===== src/hdl/usb_out_pkg.sv =====
`default_nettype none

package usb_out_pkg;

  //////////////////////////////////////////////////////////////////////
  // Endpoint and packet sizes
  //////////////////////////////////////////////////////////////////////

  // Implemented OUT endpoints
  localparam int unsigned NUM_OUT_EPS = 2;
  localparam int unsigned OUT_EP_W = 1;

  // Largest packet and put offset width
  localparam int unsigned MAX_PKT_BYTES = 32;
  localparam int unsigned PKT_W = 5;

  // 17 bit times at 4 cycles per bit on the 48 MHz clock
  localparam int unsigned ACK_TIMEOUT_CNT = 68;
  localparam int unsigned TIMEOUT_W = 7;

  //////////////////////////////////////////////////////////////////////
  // Encodings
  //////////////////////////////////////////////////////////////////////

  // PIDs seen or sent by this engine, low nibble only
  typedef enum logic [3:0] {
    PID_OUT   = 4'b0001,
    PID_SETUP = 4'b1101,
    PID_DATA0 = 4'b0011,
    PID_DATA1 = 4'b1011,
    PID_ACK   = 4'b0010,
    PID_NAK   = 4'b1010,
    PID_STALL = 4'b1110
  } usb_pid_e;

  // PID class from the two low PID bits
  typedef enum logic [1:0] {
    PID_TYPE_SPECIAL   = 2'b00,
    PID_TYPE_TOKEN     = 2'b01,
    PID_TYPE_HANDSHAKE = 2'b10,
    PID_TYPE_DATA      = 2'b11
  } usb_pid_type_e;

  // OUT transaction states
  typedef enum logic [2:0] {
    ST_IDLE            = 3'd0,
    ST_RCVD_OUT        = 3'd1,
    ST_RCVD_DATA_START = 3'd2,
    ST_RCVD_DATA_END   = 3'd3
  } out_state_e;

  //////////////////////////////////////////////////////////////////////
  // Port bundles
  //////////////////////////////////////////////////////////////////////

  // Received packet, strobes plus the latest header fields
  typedef struct packed {
    logic       pkt_start;
    logic       pkt_end;
    logic       pkt_valid;
    logic [3:0] pid;
    logic [6:0] addr;
    logic [3:0] endp;
  } rx_pkt_s;

  // Per-endpoint configuration and status
  typedef struct packed {
    logic [NUM_OUT_EPS-1:0] enabled;
    logic [NUM_OUT_EPS-1:0] control;
    logic [NUM_OUT_EPS-1:0] full;
    logic [NUM_OUT_EPS-1:0] stall;
  } ep_cfg_s;

  // Byte put toward the endpoint
  typedef struct packed {
    logic             put;
    logic [PKT_W-1:0] offset;
    logic [7:0]       data;
  } ep_put_s;

  // Decoded packet events, one strobe each
  typedef struct packed {
    logic out_tok;
    logic setup_tok;
    logic data_pkt;
    logic bad_pkt;
    logic bad_toggle;
    logic setup_clr;
  } rx_event_s;

endpackage

`default_nettype wire


===== src/hdl/usb_out_token_decode.sv =====
`default_nettype none

module usb_out_token_decode import usb_out_pkg::*; (
  input  rx_pkt_s                rx_pkt_i,
  input  logic [6:0]             dev_addr_i,
  input  ep_cfg_s                ep_cfg_i,
  input  logic [NUM_OUT_EPS-1:0] data_toggle_i,
  output rx_event_s              rx_event_o,
  output logic [OUT_EP_W-1:0]    ep_idx_o
);

  usb_pid_type_e pid_type;
  logic          token_rcvd;
  logic          is_data_pid;
  logic          ep_in_hw;
  logic          ep_active;
  logic          ep_is_control;

  //////////////////////////////////////////////////////////////////////
  // Packet classification
  //////////////////////////////////////////////////////////////////////

  assign pid_type = usb_pid_type_e'(rx_pkt_i.pid[1:0]);

  // Valid token for this device
  assign token_rcvd = rx_pkt_i.pkt_end && rx_pkt_i.pkt_valid &&
                      (pid_type == PID_TYPE_TOKEN) && (rx_pkt_i.addr == dev_addr_i);

  assign is_data_pid = (rx_pkt_i.pid == PID_DATA0) || (rx_pkt_i.pid == PID_DATA1);

  //////////////////////////////////////////////////////////////////////
  // Endpoint selection
  //////////////////////////////////////////////////////////////////////

  // Endpoint numbers above the implemented range map to 0
  assign ep_in_hw = rx_pkt_i.endp < 4'(NUM_OUT_EPS);
  assign ep_idx_o = ep_in_hw ? rx_pkt_i.endp[OUT_EP_W-1:0] : '0;

  // Index only meaningful together with ep_in_hw
  assign ep_active     = ep_in_hw && ep_cfg_i.enabled[ep_idx_o];
  assign ep_is_control = ep_cfg_i.control[ep_idx_o];

  //////////////////////////////////////////////////////////////////////
  // Events
  //////////////////////////////////////////////////////////////////////

  assign rx_event_o.out_tok   = token_rcvd && ep_active && (rx_pkt_i.pid == PID_OUT);

  // SETUP only starts a transaction on a control endpoint
  assign rx_event_o.setup_tok = token_rcvd && ep_active && ep_is_control &&
                                (rx_pkt_i.pid == PID_SETUP);

  // Flag and toggle side reacts to SETUP on any active endpoint
  assign rx_event_o.setup_clr = token_rcvd && ep_active && (rx_pkt_i.pid == PID_SETUP);

  assign rx_event_o.data_pkt  = rx_pkt_i.pkt_end && rx_pkt_i.pkt_valid && is_data_pid;

  // Bad CRC or a non-data packet where data was expected
  assign rx_event_o.bad_pkt   = rx_pkt_i.pkt_end && (!rx_pkt_i.pkt_valid || !is_data_pid);

  // PID bit 3 is the DATA0/DATA1 toggle
  assign rx_event_o.bad_toggle = rx_event_o.data_pkt && ep_active &&
                                 (rx_pkt_i.pid[3] != data_toggle_i[ep_idx_o]);

endmodule

`default_nettype wire


===== src/hdl/usb_out_xact_fsm.sv =====
`default_nettype none

module usb_out_xact_fsm import usb_out_pkg::*; (
  input  logic                clk_48mhz_i,
  input  logic                rst_ni,
  input  logic                link_reset_i,
  input  logic                rx_pkt_start_i,
  input  rx_event_s           rx_event_i,
  input  logic [OUT_EP_W-1:0] ep_idx_i,
  input  ep_cfg_s             ep_cfg_i,
  input  logic                nak_i,
  output out_state_e          state_o,
  output logic                xact_start_o,
  output logic                new_pkt_end_o,
  output logic [OUT_EP_W-1:0] ep_current_o,
  output logic                ep_newpkt_o,
  output logic                ep_acked_o,
  output logic                ep_rollback_o,
  output logic                tx_pkt_start_o,
  output usb_pid_e            tx_pid_o
);

  out_state_e           state_q;
  out_state_e           state_d;
  logic [TIMEOUT_W-1:0] timeout_q;
  logic [TIMEOUT_W-1:0] timeout_d;
  logic                 setup_q;
  logic                 ep_full;
  logic                 ep_stall;

  // Status of the endpoint latched at token time
  assign ep_full  = ep_cfg_i.full[ep_current_o];
  assign ep_stall = ep_cfg_i.stall[ep_current_o];

  //////////////////////////////////////////////////////////////////////
  // Next state and response
  //////////////////////////////////////////////////////////////////////

  always_comb begin
    state_d        = state_q;
    timeout_d      = TIMEOUT_W'(ACK_TIMEOUT_CNT);
    xact_start_o   = 1'b0;
    new_pkt_end_o  = 1'b0;
    ep_acked_o     = 1'b0;
    ep_rollback_o  = 1'b0;
    tx_pkt_start_o = 1'b0;
    tx_pid_o       = PID_ACK;

    unique case (state_q)
      ST_IDLE: begin
        // Decoder already filtered address, enable and control
        if (rx_event_i.out_tok || rx_event_i.setup_tok) begin
          state_d      = ST_RCVD_OUT;
          xact_start_o = 1'b1;
        end
      end

      ST_RCVD_OUT: begin
        // Bounded wait for the host data packet
        timeout_d = timeout_q - 1'b1;
        if (rx_pkt_start_i) begin
          state_d = ST_RCVD_DATA_START;
        end else if (timeout_q == '0) begin
          state_d = ST_IDLE;
        end
      end

      ST_RCVD_DATA_START: begin
        if (rx_event_i.bad_toggle && !ep_stall) begin
          // Host likely missed our last ACK, so ACK again and drop the data
          state_d        = ST_IDLE;
          ep_rollback_o  = 1'b1;
          tx_pkt_start_o = 1'b1;
          tx_pid_o       = PID_ACK;
        end else if (rx_event_i.bad_pkt) begin
          // Corrupt or unexpected packet, stay silent
          state_d       = ST_IDLE;
          ep_rollback_o = 1'b1;
        end else if (rx_event_i.data_pkt) begin
          state_d = ST_RCVD_DATA_END;
        end
      end

      ST_RCVD_DATA_END: begin
        state_d        = ST_IDLE;
        tx_pkt_start_o = 1'b1;
        if (setup_q) begin
          // SETUP that cannot be stored is dropped without a handshake
          if (nak_i || ep_full) begin
            tx_pkt_start_o = 1'b0;
            ep_rollback_o  = 1'b1;
          end else begin
            new_pkt_end_o = 1'b1;
            ep_acked_o    = 1'b1;
          end
        end else if (ep_stall) begin
          tx_pid_o = PID_STALL;
        end else if (nak_i || ep_full) begin
          tx_pid_o      = PID_NAK;
          ep_rollback_o = 1'b1;
        end else begin
          new_pkt_end_o = 1'b1;
          ep_acked_o    = 1'b1;
        end
      end

      default: state_d = ST_IDLE;
    endcase
  end

  //////////////////////////////////////////////////////////////////////
  // Registers
  //////////////////////////////////////////////////////////////////////

  always_ff @(posedge clk_48mhz_i or negedge rst_ni) begin
    if (!rst_ni) begin
      state_q   <= ST_IDLE;
      timeout_q <= TIMEOUT_W'(ACK_TIMEOUT_CNT);
    end else begin
      state_q   <= link_reset_i ? ST_IDLE : state_d;
      timeout_q <= timeout_d;
    end
  end

  // Transaction context, held until the next token
  always_ff @(posedge clk_48mhz_i or negedge rst_ni) begin
    if (!rst_ni) begin
      ep_newpkt_o  <= 1'b0;
      ep_current_o <= '0;
      setup_q      <= 1'b0;
    end else if (xact_start_o && !link_reset_i) begin
      ep_newpkt_o  <= 1'b1;
      ep_current_o <= ep_idx_i;
      setup_q      <= rx_event_i.setup_tok;
    end else begin
      ep_newpkt_o <= 1'b0;
    end
  end

  assign state_o = state_q;

  //////////////////////////////////////////////////////////////////////
  // Assertions
  //////////////////////////////////////////////////////////////////////

  state_legal_a: assert property (@(posedge clk_48mhz_i) disable iff (!rst_ni)
    state_q inside {ST_IDLE, ST_RCVD_OUT, ST_RCVD_DATA_START, ST_RCVD_DATA_END});

  // Endpoint never sees commit and discard for one packet
  acked_rollback_excl_a: assert property (@(posedge clk_48mhz_i) disable iff (!rst_ni)
    !(ep_acked_o && ep_rollback_o));

endmodule

`default_nettype wire


===== src/hdl/usb_out_data_path.sv =====
`default_nettype none

module usb_out_data_path import usb_out_pkg::*; (
  input  logic       clk_48mhz_i,
  input  logic       rst_ni,
  input  out_state_e state_i,
  input  logic       rx_data_put_i,
  input  logic [7:0] rx_data_i,
  input  logic       ep_full_i,
  output ep_put_s    ep_put_o,
  output logic       nak_o
);

  logic             put_q;
  logic [PKT_W-1:0] offset_q;
  logic [7:0]       data_q;
  logic             nak_q;
  logic             offset_inc;

  //////////////////////////////////////////////////////////////////////
  // Byte capture and put strobe
  //////////////////////////////////////////////////////////////////////

  // Payload only, follows every rx byte
  always_ff @(posedge clk_48mhz_i) begin
    if (rx_data_put_i) begin
      data_q <= rx_data_i;
    end
  end

  // Put only while a data packet of a live transaction streams in
  always_ff @(posedge clk_48mhz_i or negedge rst_ni) begin
    if (!rst_ni) begin
      put_q <= 1'b0;
    end else begin
      put_q <= (state_i == ST_RCVD_DATA_START) && rx_data_put_i;
    end
  end

  //////////////////////////////////////////////////////////////////////
  // NAK tracking
  //////////////////////////////////////////////////////////////////////

  // Any byte arriving at a full endpoint dooms the transaction
  always_ff @(posedge clk_48mhz_i or negedge rst_ni) begin
    if (!rst_ni) begin
      nak_q <= 1'b0;
    end else if ((state_i == ST_IDLE) || (state_i == ST_RCVD_OUT)) begin
      nak_q <= 1'b0;
    end else if (put_q && ep_full_i) begin
      nak_q <= 1'b1;
    end
  end

  //////////////////////////////////////////////////////////////////////
  // Put offset
  //////////////////////////////////////////////////////////////////////

  // Saturates at the last byte, oversize packets overwrite it
  assign offset_inc = put_q && !nak_q && !(&offset_q);

  always_ff @(posedge clk_48mhz_i or negedge rst_ni) begin
    if (!rst_ni) begin
      offset_q <= '0;
    end else if (state_i == ST_RCVD_OUT) begin
      offset_q <= '0;
    end else if ((state_i == ST_RCVD_DATA_START) && offset_inc) begin
      offset_q <= offset_q + 1'b1;
    end
  end

  assign ep_put_o.put    = put_q;
  assign ep_put_o.offset = offset_q;
  assign ep_put_o.data   = data_q;
  assign nak_o           = nak_q;

  // Offset holds at MAX_PKT_BYTES-1 rather than rolling over
  offset_no_wrap_a: assert property (@(posedge clk_48mhz_i) disable iff (!rst_ni)
    ((state_i == ST_RCVD_DATA_START) && (&offset_q)) |=> (offset_q != '0));

endmodule

`default_nettype wire


===== src/hdl/usb_out_toggle_regs.sv =====
`default_nettype none

module usb_out_toggle_regs import usb_out_pkg::*; (
  input  logic                   clk_48mhz_i,
  input  logic                   rst_ni,
  input  logic                   link_reset_i,
  input  rx_event_s              rx_event_i,
  input  logic [OUT_EP_W-1:0]    ep_idx_d_i,
  input  logic [OUT_EP_W-1:0]    ep_idx_q_i,
  input  logic                   new_pkt_end_i,
  input  logic                   datatog_we_i,
  input  logic [NUM_OUT_EPS-1:0] datatog_status_i,
  input  logic [NUM_OUT_EPS-1:0] datatog_mask_i,
  output logic [NUM_OUT_EPS-1:0] data_toggle_o,
  output logic [NUM_OUT_EPS-1:0] ep_setup_o
);

  logic [NUM_OUT_EPS-1:0] toggle_q;
  logic [NUM_OUT_EPS-1:0] toggle_d;

  //////////////////////////////////////////////////////////////////////
  // Data toggles
  //////////////////////////////////////////////////////////////////////

  always_comb begin
    toggle_d = toggle_q;
    // SETUP restarts the sequence at DATA0
    if (rx_event_i.setup_clr) begin
      toggle_d[ep_idx_d_i] = 1'b0;
    end else if (new_pkt_end_i) begin
      toggle_d[ep_idx_q_i] = ~toggle_q[ep_idx_q_i];
    end
    // Software write wins over the hardware update
    if (datatog_we_i) begin
      toggle_d = (toggle_d & ~datatog_mask_i) | (datatog_status_i & datatog_mask_i);
    end
  end

  always_ff @(posedge clk_48mhz_i or negedge rst_ni) begin
    if (!rst_ni) begin
      toggle_q <= '0;
    end else if (link_reset_i) begin
      toggle_q <= '0;
    end else begin
      toggle_q <= toggle_d;
    end
  end

  assign data_toggle_o = toggle_q;

  //////////////////////////////////////////////////////////////////////
  // SETUP flags
  //////////////////////////////////////////////////////////////////////

  // Set by SETUP, cleared by the next OUT on the same endpoint
  always_ff @(posedge clk_48mhz_i or negedge rst_ni) begin
    if (!rst_ni) begin
      ep_setup_o <= '0;
    end else if (rx_event_i.setup_clr) begin
      ep_setup_o[ep_idx_d_i] <= 1'b1;
    end else if (rx_event_i.out_tok) begin
      ep_setup_o[ep_idx_d_i] <= 1'b0;
    end
  end

endmodule

`default_nettype wire


===== src/hdl/usb_out_pe.sv =====
`default_nettype none

module usb_out_pe import usb_out_pkg::*; (
  input  logic                   clk_48mhz_i,
  input  logic                   rst_ni,
  input  logic                   link_reset_i,
  input  logic [6:0]             dev_addr_i,
  // Receive side
  input  rx_pkt_s                rx_pkt_i,
  input  logic                   rx_data_put_i,
  input  logic [7:0]             rx_data_i,
  // Transmit side
  output logic                   tx_pkt_start_o,
  output usb_pid_e               tx_pid_o,
  // Software toggle access
  input  logic                   datatog_we_i,
  input  logic [NUM_OUT_EPS-1:0] datatog_status_i,
  input  logic [NUM_OUT_EPS-1:0] datatog_mask_i,
  output logic [NUM_OUT_EPS-1:0] data_toggle_o,
  // Endpoint side
  input  ep_cfg_s                ep_cfg_i,
  output ep_put_s                ep_put_o,
  output logic [OUT_EP_W-1:0]    ep_current_o,
  output logic                   ep_newpkt_o,
  output logic                   ep_acked_o,
  output logic                   ep_rollback_o,
  output logic [NUM_OUT_EPS-1:0] ep_setup_o
);

  rx_event_s           rx_event;
  logic [OUT_EP_W-1:0] ep_idx_d;
  out_state_e          state;
  logic                new_pkt_end;
  logic                nak_q;
  logic                ep_full;

  // Full bit of the endpoint in the running transaction
  assign ep_full = ep_cfg_i.full[ep_current_o];

  usb_out_token_decode u_token_decode (
    .rx_pkt_i      (rx_pkt_i),
    .dev_addr_i    (dev_addr_i),
    .ep_cfg_i      (ep_cfg_i),
    .data_toggle_i (data_toggle_o),
    .rx_event_o    (rx_event),
    .ep_idx_o      (ep_idx_d)
  );

  usb_out_xact_fsm u_xact_fsm (
    .clk_48mhz_i    (clk_48mhz_i),
    .rst_ni         (rst_ni),
    .link_reset_i   (link_reset_i),
    .rx_pkt_start_i (rx_pkt_i.pkt_start),
    .rx_event_i     (rx_event),
    .ep_idx_i       (ep_idx_d),
    .ep_cfg_i       (ep_cfg_i),
    .nak_i          (nak_q),
    .state_o        (state),
    .xact_start_o   (),
    .new_pkt_end_o  (new_pkt_end),
    .ep_current_o   (ep_current_o),
    .ep_newpkt_o    (ep_newpkt_o),
    .ep_acked_o     (ep_acked_o),
    .ep_rollback_o  (ep_rollback_o),
    .tx_pkt_start_o (tx_pkt_start_o),
    .tx_pid_o       (tx_pid_o)
  );

  usb_out_data_path u_data_path (
    .clk_48mhz_i   (clk_48mhz_i),
    .rst_ni        (rst_ni),
    .state_i       (state),
    .rx_data_put_i (rx_data_put_i),
    .rx_data_i     (rx_data_i),
    .ep_full_i     (ep_full),
    .ep_put_o      (ep_put_o),
    .nak_o         (nak_q)
  );

  usb_out_toggle_regs u_toggle_regs (
    .clk_48mhz_i      (clk_48mhz_i),
    .rst_ni           (rst_ni),
    .link_reset_i     (link_reset_i),
    .rx_event_i       (rx_event),
    .ep_idx_d_i       (ep_idx_d),
    .ep_idx_q_i       (ep_current_o),
    .new_pkt_end_i    (new_pkt_end),
    .datatog_we_i     (datatog_we_i),
    .datatog_status_i (datatog_status_i),
    .datatog_mask_i   (datatog_mask_i),
    .data_toggle_o    (data_toggle_o),
    .ep_setup_o       (ep_setup_o)
  );

endmodule

`default_nettype wire


===== config.mk =====
export PLATFORM = sky130hd
export DESIGN_NAME = usb_out_pe
export DESIGN_NICKNAME = d
export VERILOG_FILES = /design/src/hdl/usb_out_pkg.sv /design/src/hdl/usb_out_token_decode.sv /design/src/hdl/usb_out_xact_fsm.sv /design/src/hdl/usb_out_data_path.sv /design/src/hdl/usb_out_toggle_regs.sv /design/src/hdl/usb_out_pe.sv
export SDC_FILE = /design/constraint.sdc
export NUM_CORES = 1
export LEC_CHECK = 0
export BUFFER_PORTS_ARGS = -buffer_cell sky130_fd_sc_hd__buf_2
export CORE_MARGIN = 5
export CORE_UTILIZATION = 30
export CTS_CLUSTER_SIZE = 10
export DETAILED_ROUTE_END_ITERATION = 16
export PLACE_DENSITY = 0.59
export SYNTH_ARGS = -nofsm -noshare
export SYNTH_HDL_FRONTEND = slang
export SYNTH_SLANG_ARGS = --single-unit

===== constraint.sdc =====
create_clock -name clk_48mhz_i -period 2.55 [get_ports clk_48mhz_i]
set_clock_uncertainty 0.2 [all_clocks]
set_input_delay 0.1275 -clock clk_48mhz_i [delete_from_list [all_inputs] [get_ports clk_48mhz_i]]
set_output_delay 0.1275 -clock clk_48mhz_i [all_outputs]
set_load 0.05 [all_outputs]

## Word level (Yosys, flattened, before mapping)

Index checks and enable logic that the tools add are counted.

- Magnitude comparators: 5
- Reduce and logical (&&, ||, !) cells: 40
- Muxes and demuxes: 57
- Add/subtract/negate cells: 2
- Equality and inequality tests: 13
- Bitwise logic cells: 9

Operators with widths:

| operator | number |
|---|---|
| $mux W1 | 31 |
| $logic_and A1 B1 Y1 | 22 |
| $mux W3 | 7 |
| $mux W4 | 4 |
| $mux W2 | 6 |
| $mux W5 | 2 |
| $pmux W3 S3 | 1 |
| $and A2 B2 Y2 | 4 |
| $eq A4 B4 Y1 const B | 2 |
| $eq A7 B7 Y1 | 1 |
| $logic_not A7 Y1 | 1 |
| $mux W7 | 1 |
| $sub A7 B1 Y7 const B | 1 |
| $eq A3 B2 Y1 const B | 2 |
| $logic_not A1 Y1 | 6 |
| $reduce_bool A2 Y1 | 3 |
| $add A5 B1 Y5 const B | 1 |
| $logic_or A1 B1 Y1 | 5 |
| $ne A5 B5 Y1 const B | 1 |
| $reduce_and A5 Y1 | 1 |
| $eq A4 B1 Y1 const B | 1 |
| $eq A4 B2 Y1 const B | 1 |
| $lt A1 B2 Y1 const B | 2 |
| $lt A4 B2 Y1 const B | 1 |
| 14 further kinds | 19 |

- Output and inout port bits: 27
- Input port bits: 50
- Bits in registers: 32
- Logic and storage cells: 137

## Depth between registers and ports, before layout

Gate-level depths: netlist of run 1.

- Depth in word-level cells: 13
- Depth in mapped cells: 9
- Gate-level depth less buffers: 8

## Hierarchy

A second synthesis of run 1 with hierarchy kept.

- Cell total of the unflattened synthesis: 180
- Area total of the unflattened synthesis: 1,865.5 um2

Modules (own cells, without submodules):

| module | cells an instance | sequential area each (um2) | times used | area an instance (um2) |
|---|---|---|---|---|
| usb_out_xact_fsm | 79 | 302.8 | 1 | 745.7 |
| usb_out_data_path | 47 | 415.4 | 1 | 618.1 |
| usb_out_token_decode | 30 | 0.0 | 1 | 255.2 |
| usb_out_toggle_regs | 23 | 100.1 | 1 | 231.5 |
| usb_out_pe | 1 | 0.0 | 1 | 15.0 |

## Worst setup path before layout of run 1

OpenSTA, ideal clock, no wires.

- Kind: flip-flop to flip-flop
- Start: reg u_xact_fsm.ep_current_o
- End: reg u_toggle_regs.toggle_q[1] (netlist: u_toggle_regs.data_toggle_o[1])
- Arrival time: 2.859 ns
- Setup time: 0.099 ns
- Path buffers: 0
- Required time: 2.251 ns
- Path slack: -0.609 ns
- Stages on the path, launching flop included: 6
- Clock period less this slack: 3.159 ns
- Cells stage by stage: dfrtp_1 -> mux2_4 -> a2111oi_2 -> nand2_1 -> o21a_1 -> a311oi_1

- Word-level cells in the longest chain between the ends: 13
- Elaborated cells between the ends (all ways): 24
- Classes of those cells: 2 x order compare; 17 x mux; 3 x bitwise; 2 x reduce/logical

RTL lines:

| item | RTL line | text |
|---|---|---|
| start, declared | usb_out_xact_fsm.sv:15 | `output logic [OUT_EP_W-1:0] ep_current_o,` |
| start signal, assigned | usb_out_xact_fsm.sv:133 | `ep_current_o <= ep_idx_i;` |
| $mux W1 (not written as such) (2 in series) | usb_out_xact_fsm.sv:32 | `assign ep_full = ep_cfg_i.full[ep_current_o];` |
| $logic_or A1 B1 Y1 | usb_out_xact_fsm.sv:89, usb_out_xact_fsm.sv:98 |  |
| $mux W1 (2 in series) | n/a |  |
| $mux W1 (*) (2 in series) | n/a |  |
| net ep_acked_o | usb_out_pe.sv:25 | `output logic ep_acked_o,` |
| $mux W2 (*) | usb_out_toggle_regs.sv:30 | `end else if (new_pkt_end_i) begin` |
| $mux W2 (*) | usb_out_toggle_regs.sv:28 | `if (rx_event_i.setup_clr) begin` |
| $and A2 B2 Y2 | usb_out_toggle_regs.sv:35 | `toggle_d = (toggle_d & ~datatog_mask_i) \| (datatog_status_i & datatog_mask_i);` |
| $or A2 B2 Y2 | usb_out_toggle_regs.sv:35 |  |
| $mux W2 (*) | usb_out_toggle_regs.sv:34 | `if (datatog_we_i) begin` |
| $mux W2 (*) | usb_out_toggle_regs.sv:42 | `end else if (link_reset_i) begin` |
| end signal, assigned | usb_out_toggle_regs.sv:45 | `toggle_q <= toggle_d;` |
| end, declared | usb_out_toggle_regs.sv:18 | `logic [NUM_OUT_EPS-1:0] toggle_q;` |

Mark *: on every way through the listed nets, which the timed path passes. The rest lies on a longest branch. The select of a mux whose other input is x is not followed.
A chain may end at the register's enable or synchronous reset.

## Final worst setup path of run 1

- Start: reg u_xact_fsm.ep_current_o
- End: out tx_pkt_start_o

- Word-level cells in the longest chain between the ends: 6
- Elaborated cells between the ends (all ways): 11
- Classes of those cells: 8 x mux; 3 x reduce/logical

RTL lines:

| item | RTL line | text |
|---|---|---|
| $mux W1 (on tied branches) (2 in series) | usb_out_xact_fsm.sv:32, usb_out_xact_fsm.sv:33 |  |
| $logic_or A1 B1 Y1 / $logic_not A1 Y1 (equally long branches) | usb_out_xact_fsm.sv:89, usb_out_xact_fsm.sv:69 |  |
| $mux W1 / $logic_and A1 B1 Y1 (equally long branches) | usb_out_xact_fsm.sv:89, usb_out_xact_fsm.sv:69 |  |
| $mux W1 (on tied branches) | usb_out_xact_fsm.sv:87, usb_out_xact_fsm.sv:69 |  |
| $pmux W1 S2 (*) | usb_out_xact_fsm.sv:49 | `unique case (state_q)` |
| end, declared | usb_out_pe.sv:13 | `output logic tx_pkt_start_o,` |

Mark *: on every way between the ends. The rest lies on a longest branch, timed or not. The select of a mux whose other input is x is not followed.

==> summary.md, run 1 <==
| Metric | Value |
|---|---|
| ANT cells | 0 |
| Chip width | 87.31 um |
| Core area | 0.005851 mm2 |
| DP HPWL | between 3 and 4 mm |
| Async SR Flop Fraction | between 70% and 80% |
| Worst hold margin | 0.01846 ns |
| DR vias | 1595 |
| Height of the die | 87.31 um |
| Inserted Clock Buffers | 5 |
| Final-stage net count | 323 |
| Slowest cell on crit path | dfrtp_2 |
| Critical Path RT | 2.22 ns |
| Site Rows | 28 |
| Final min period | between 2 and 2.5 ns |
| DIE AREA | 0.007623 mm2 |
| First-pass GRT wire length | about 7.7 mm |
| Final core area utilization | 43.43% |
| Setup bufs post-CTS | 0 |
| Gr usage total | 13.17% |
| First-pass iteration count of the detailed router | 4 |
| Max Cap Viol | 0 |
| Total negative setup slack | 0 ns |
| EDFF count, synth | 8 |
| Largest stage delay, worst path | 0.45 ns |
| Sequential fraction of the synthesis area | 45.64% |
| Number of global-route vias before repair | 1611 |
| Final GP Congestion | 0.7819 |
| CTS tree | yes |
| Worst Setup Start Kind | flop |
| DRC | 0 |
| Antenna-violating nets left | 0 |
| Relative slew slack | 64.02% |
| #FFs+latches synth | 31 |
| WL final | 4.843 mm |
| Pwr dens | 442.8 mW/mm2 |
| Crit Path Class | reg -> out |
| Drt wl/cell | 14.04 um |
| Final worst path period share | between 90% and 100% |
| Remaining global-route overflow | 0 |
| Post-Syn Instances | about 170 |
| DR iter-0 viols | 65 |
| CTS root buf | clkbuf_8 |
| Fin. max-slew vios | 0 |
| Lkg Pwr | 0.001155 uW |
| Syn_nets | 226 |
| Post-synthesis cell area | around 0.0018 mm2 |
| Fraction of layout cells with a size suffix above 1 | a little under two fifths |
| Synth cell types | 48 |
| IO buf count | 74 |
| Unrepaired setup endpoints after global routing | no |
| Final worst slack | 0.2349 ns |
| Worst IR Drop VDD | ~0.28 mV |
| Critical Path Fanout Max | 7 |
| Slew at the pin closest to its max-slew limit | between 0.5 and 0.6 ns |
| Initial Util | 30.65% |
| Number of H-tree levels | 2 |
| Final setup fails | 0 |
| Skew-Pair Late Insertion Delay | 0.28 ns |
| Pin count of the biggest net entering global routing | 24 |
| Crit. End Element | output port |
| CTS clk-pin slew, worst paths | 0.07 ns |
| Critical path arrival | 1.99 ns |
| Hold Fails Final Rpt | 0 |
| DP Worst Slack | about 0.44 ns |
| HP Class | in -> reg |
| Syn-to-layout area delta | 41.73% |
| Syn Area/Cell | 10.42 um2 |
| I/O pin count | 77 |
| Initial antenna violation count | 0 |
| Synth warnings | 0 |
| Outcome | finished clean |
| Main synth FF type | dfrtp_1 |
| Fmax | 432.0 MHz |
| Clock Path Buffers | 2 |
| Vias/cell | 4.623 |
| Sink Count | 31 |
| CP Cell Sequence | mux2i_2, nand3_1, nor3_1, o221a_1, buf_2 |
==> report_power, final <==
group	leakage, uW	internal, uW	switching [uW]
combinational	0.000732	77.9	117
clock	0.0000482	218	185
sequential	0.000374	523	4.75
total	0.00115	819	307
==> per-stage QoR <==
stage	cells	instance area, um2	total power, uW
2_1_floorplan	172	1807	635.0
3_3_place_gp	318	2256	710.0
3_5_place_dp	318	2256	711.4
4_1_cts	345	2537	1137
5_1_grt	345	2541	1181
6_report	345	2541	1125
==> flip-flops by register name, indices dropped and copies added (netlist names), named ones only <==
register and flops:
u_xact_fsm.timeout_q 7, u_xact_fsm.ep_current_o 1, u_xact_fsm.state_o 2, u_toggle_regs.data_toggle_o 2, u_data_path.put_q 1, u_data_path.data_q 8
u_data_path.offset_q 5, u_xact_fsm.setup_q 1, u_xact_fsm.ep_newpkt_o 1, u_data_path.nak_o 1
==> metal layers <==
metal,GRT usage [%],vias up,share of wire (%)
li1,-,809,-
met1,17.65,723,45
met2,20.27,57,45
met3,4.163,6,8.3
met4,3.905,0,1.1
met5,0,-,0
==> area by class of cell <==
cell class | instances | area [um2]
Timing Repair Buffer | 95 | 575.6
Sequential cell | 31 | 819.5
Fill cell | 577 | 3309
Multi-Input combinational cell | 133 | 935.9
Clock inverter | 1 | 5.005
Inverter | 3 | 25.02
Clock buffer | 7 | 86.33
Tap cell | 75 | 93.84
==> synth_stat cells (all sizes together) (3+ instances only) <==
| cell | instances | area share, % |
|---|---|---|
| xnor2 | 12 | 5.9 |
| and3 | 5 | 1.7 |
| nor2b | 4 | 1.4 |
| mux2i | 4 | 2.2 |
| edfxtp | 8 | 13 |
| nand2 | 22 | 4.6 |
| mux2 | 6 | 4.2 |
| a21oi | 3 | 0.84 |
| a2111oi | 3 | 2.9 |
| o21ai | 9 | 2.5 |
| dfrtp | 21 | 29 |
| nand3 | 3 | 0.84 |
| ha | 4 | 2.8 |
| nand4 | 4 | 1.4 |
| a22o | 3 | 1.5 |
| nor3 | 8 | 2.8 |
| buf | 3 | 1.3 |
| nor2 | 17 | 3.6 |
==> path summary, 6_finish.rpt <==
kind,start,end,slack (ns),depth (start not counted)
max,u_xact_fsm.ep_current_o,tx_pkt_start_o,0.23,5
min,datatog_we_i,u_toggle_regs.data_toggle_o[0],0.02,4
max reg2reg,u_xact_fsm.ep_current_o,u_xact_fsm.state_o[1],0.35,5
min reg2reg,u_xact_fsm.timeout_q[0],u_xact_fsm.timeout_q[0],0.28,1
max in group asynchronous,rst_ni,u_xact_fsm.ep_current_o,1.59,2
min in group asynchronous,rst_ni,u_data_path.offset_q[3],0.16,2
==> layout by cell type (no fill, tap or decap), drive strengths merged, types with 2 or more instances in the layout <==
master	instances
inv	2
o21ai	9
a21oi	3
nor2	17
nand3	3
clkbuf	7
conb	2
dlygate4sd3	19
and4b	2
nor4	2
ha	4
a31o	2
mux2	6
a311oi	2
nand4	4
nand2	22
o21a	2
mux2i	4
edfxtp	8
buf	76
xnor2	12
a22o	3
or2	2
dfstp	2
dfrtp	21
and3	5
nor2b	4
a2111oi	3
nor3	8
xor2	2
a211oi	2
==> timing repair <==
item | 4_1_cts | 5_1_grt
setup endpoints to repair | 0 | 2
endpoints found under the hold margin | 40 | 0
hold buffers | 19 | 0
gates resized for setup | 0 | 1
==> worst max-delay path, delay by kind of cell (launching register included) <==
family                 cells  cell delay [ns]
AND/OR/NAND/NOR            2             0.44
AO/OA/AOI/OAI              1             0.19
flip-flops                 1             0.45
multiplexers               1             0.35
buffers and inverters      1             0.27
==> cells by family after synthesis <==
kind of cell | count (synthesis) | synth area share, %
muxes | 10 | 6.420
buffers and inverters | 8 | 3.071
AOI/OAI and AO/OA | 30 | 13.61
and+or+nand+nor | 73 | 21.21
other | 2 | 0.4189
adders and majority gates | 4 | 2.791
DFF | 31 | 45.64
xor gates and xnor gates | 14 | 6.839
Note: power is estimated with default switching activity, not from simulation.
==> run 2, diff against run 1 <==
--- a/config.mk
+++ b/config.mk
@@ -11,6 +11,7 @@
 export CTS_CLUSTER_SIZE = 10
 export DETAILED_ROUTE_END_ITERATION = 16
 export PLACE_DENSITY = 0.59
+export REMOVE_ABC_BUFFERS = 1
 export SYNTH_ARGS = -nofsm -noshare
 export SYNTH_HDL_FRONTEND = slang
 export SYNTH_SLANG_ARGS = --single-unit
==> summary.md, run 2 (synthesis gave the netlist of run 1 again) <==
| Metric | Value |
|---|---|
| Sink Count | 31 (unchanged) |
| WP depth | 5 (unchanged) |
| First-pass iteration count of the detailed router | 4 (unchanged) |
| Drt wl/cell | 13.46 um (-4.1%) |
| Number of H-tree levels | 2 (unchanged) |
| Max Cap Viol | 0 (unchanged) |
| Unrepaired setup endpoints after global routing | no |
| Hold path cells | 4 (unchanged) |
| Non-filler cells, final | 347 (+0.58%) |
| CTS tree | yes |
| Slew at the pin closest to its max-slew limit | 0.5442 ns (+0.004609 ns) |
| Critical Path Fanout Max | 7 (unchanged) |
| Fraction of layout cells with a size suffix above 1 | 36.76% (-0.64 points) |
| Reg-to-Reg End | u_xact_fsm.state_o[1] |
| Number of global-route vias before repair | 1703 (+5.7%) |
| DP HPWL | 3.573 mm (-4.4%) |
| Largest stage delay, worst path | 0.51 ns (+0.06 ns) |
| Skew-Pair Late Insertion Delay | 0.28 ns (about the same) |
| Remaining global-route overflow | 0 (unchanged) |
| DRC | 0 (unchanged) |
| Initial Util | 30.65% (unchanged) |
| Slowest cell on crit path | dfrtp_1 |
| DIE AREA | 0.007623 mm2 (unchanged) |
| Worst setup path endpoint | tx_pkt_start_o |
| Critical path arrival | 2.11 ns (+0.12 ns) |
| WL final | 4.670 mm (-3.6%) |
| Core area | 0.005851 mm2 (unchanged) |
| Site Rows | 28 (unchanged) |
| Worst IR Drop VDD | 0.2877 mV (+4.1%) |
| Max Used Layer | met4 |
| Worst Setup Start Kind | flop |
| Routed wl met3 | 399 um (-0.99%) |
| Chip width | 87.31 um (unchanged) |
| Syn-to-layout area delta | 42.08% |
| CP delay by family, top | flip-flops |
| WL met2 | 2.149 mm (-2.2%) |
| CP Cell Sequence | mux2i_2, nand3_1, nor3_1, o221a_1, buf_2 |
| Commonest non-fill, non-tap cell in the layout | buf_2 |
| IO buf count | 74 (unchanged) |
| Bufs and invs on worst path | 1 (unchanged) |
| Pin count of the biggest net entering global routing | 24 (unchanged) |
| Critical Path RT | 2.22 ns (about the same) |
| Worst R2R Path Depth | 5 (unchanged) |
| Final GP Congestion | 0.8112 (+3.7%) |
| Inserted Clock Buffers | 5 (unchanged) |
| Number of fill cells | 541 (-6.2%) |
| Final worst path period share | 95.71% (+4.9 points) |
| First-pass GRT wire length | 7.776 mm (+0.80%) |
| HP Class | in -> reg |
| Met1 WL | 2.056 mm (-5.9%) |
| Largest regs | u_data_path.data_q: 8 flops, u_xact_fsm.timeout_q: 7 flops, u_data_path.offset_q: 5 flops |
| Fin. max-slew vios | 0 (unchanged) |
| Reg2reg start | u_xact_fsm.ep_current_o |
| Outcome | finished clean |
| Final-stage net count | 325 (+0.62%) |
| Initial antenna violation count | 0 (unchanged) |
| DR iter-0 viols | 35 (-46%) |
| Crit Path Class | reg -> out |
| Antenna-violating nets left | 0 (unchanged) |
| CTS clk-pin slew, worst paths | 0.07 ns (about the same) |
| Final min period | 2.441 ns (+0.1255 ns) |
| DR vias | 1636 (+2.6%) |
| I/O pin count | 77 (unchanged) |
| Clock Path Buffers | 2 (unchanged) |
| Vias/cell | 4.715 (+2.0%) |
| Max FFs per register | 8 (unchanged) |
| Height of the die | 87.31 um (unchanged) |
| Reg with most FFs | u_data_path.data_q |
| Setup bufs post-CTS | 0 (unchanged) |
| Relative slew slack | 63.72% (-0.31 points) |
| Placed Cells | 318 (unchanged) |
| Final setup fails | 0 (unchanged) |
| CTS root buf | clkbuf_8 |
| Hold Fails Final Rpt | 0 (unchanged) |
| Crit. Startpoint | u_xact_fsm.ep_current_o |
| ANT cells | 0 (unchanged) |
| Lkg Pwr | 0.001163 uW (+0.73%) |
| Worst hold margin | 0.03961 ns (+0.02115 ns) |
| Gr usage total | 13.17% (about the same) |
| Pwr dens | 438.4 mW/mm2 (-1.0%) |
| Commonest non-fill, non-tap cells in the layout | 74 x buf_2, 22 x nand2_1, 21 x dfrtp_1, 21 x dlygate4sd3_1, 17 x nor2_1 |
| Reg2reg setup slack | 0.23 ns (-0.12 ns) |
| Fmax | 409.7 MHz (-5.1%) |
| Crit. End Element | output port |
[run 2: cell count changes in the layout (fill, tap and decap cells not counted), sizes merged]
| cell | change |
|---|---|
| dlygate4sd3 | +2 |
[run 2: metal layers]
| metal | vias up | track usage (%) |
|---|---|---|
| met5 | - | 0 |
| met4 | 0 | 4.603 |
| met3 | 8 | 3.690 |
| met2 | 63 | 21.92 |
| met1 | 747 | 16.23 |
| li1 | 818 | - |
[run 2: metrics by stage]
stage / utilization [%] / power (uW) / cell area, um2 / setup TNS [ns] / setup WS, ns
floorplan: - / 631.7 / 1763 / -0.8351 / -0.6086
finish: 43.54 / 1117 / 2547 / 0 / 0.1094
global route: 43.54 / 1177 / 2547 / 0 / 0.02936
CTS: 43.48 / 1138 / 2544 / 0 / 0.07510
detailed placement: 38.32 / 708.8 / 2242 / 0 / 0.4072
global placement: 38.32 / 706.6 / 2242 / 0 / 0.4441
[run 2: cell type report]
cell class / count / area [um2] / share of cell area [%]
multi-input cells: 133 / 923.4 / 36.25
flip-flops and latches: 31 / 818.3 / 32.12
well taps: 75 / 93.84 / 3.684
inverters: 3 / 25.02 / 0.9823
repair buffers: 97 / 595.6 / 23.38
clock buffers: 7 / 86.33 / 3.389
clock inverters: 1 / 5.005 / 0.1965
[run 2: repair_timing]
item                                    CTS  global route
hold buffers                             21             0
gates resized for setup                   0             1
endpoints found under the setup margin    0             2
hold endpoints to repair                 40             0
[run 2: power by group]
group / switching (uW) / total, uW / internal (uW)
Sequential: 4.57 / 528 / 523
Combinational: 114 / 194 / 79.8
Clock: 177 / 395 / 217
[run 2: worst register-to-register path: cells and delay by family (launching register included)]
kind                   cells  cell delay, ns
buffers and inverters      1            0.56
and+or+nand+nor            1            0.19
DFF                        1            0.51
AOI/OAI and AO/OA          2            0.36
muxes                      1            0.37
[run 2: worst min path at each step]
| stage | end | from | slack [ns] |
|---|---|---|---|
| floorplan | async pin | rst_ni | -0.37 |
| global placement | u_xact_fsm.ep_newpkt_o | rst_ni | -0.05 |
| detailed placement | u_xact_fsm.ep_newpkt_o | rst_ni | -0.05 |
| CTS | flop | rx_pkt_i[13] | 0.03 |
| global route | flop | rx_pkt_i[13] | 0.06 |
| finish | flop | rx_pkt_i[13] | 0.04 |
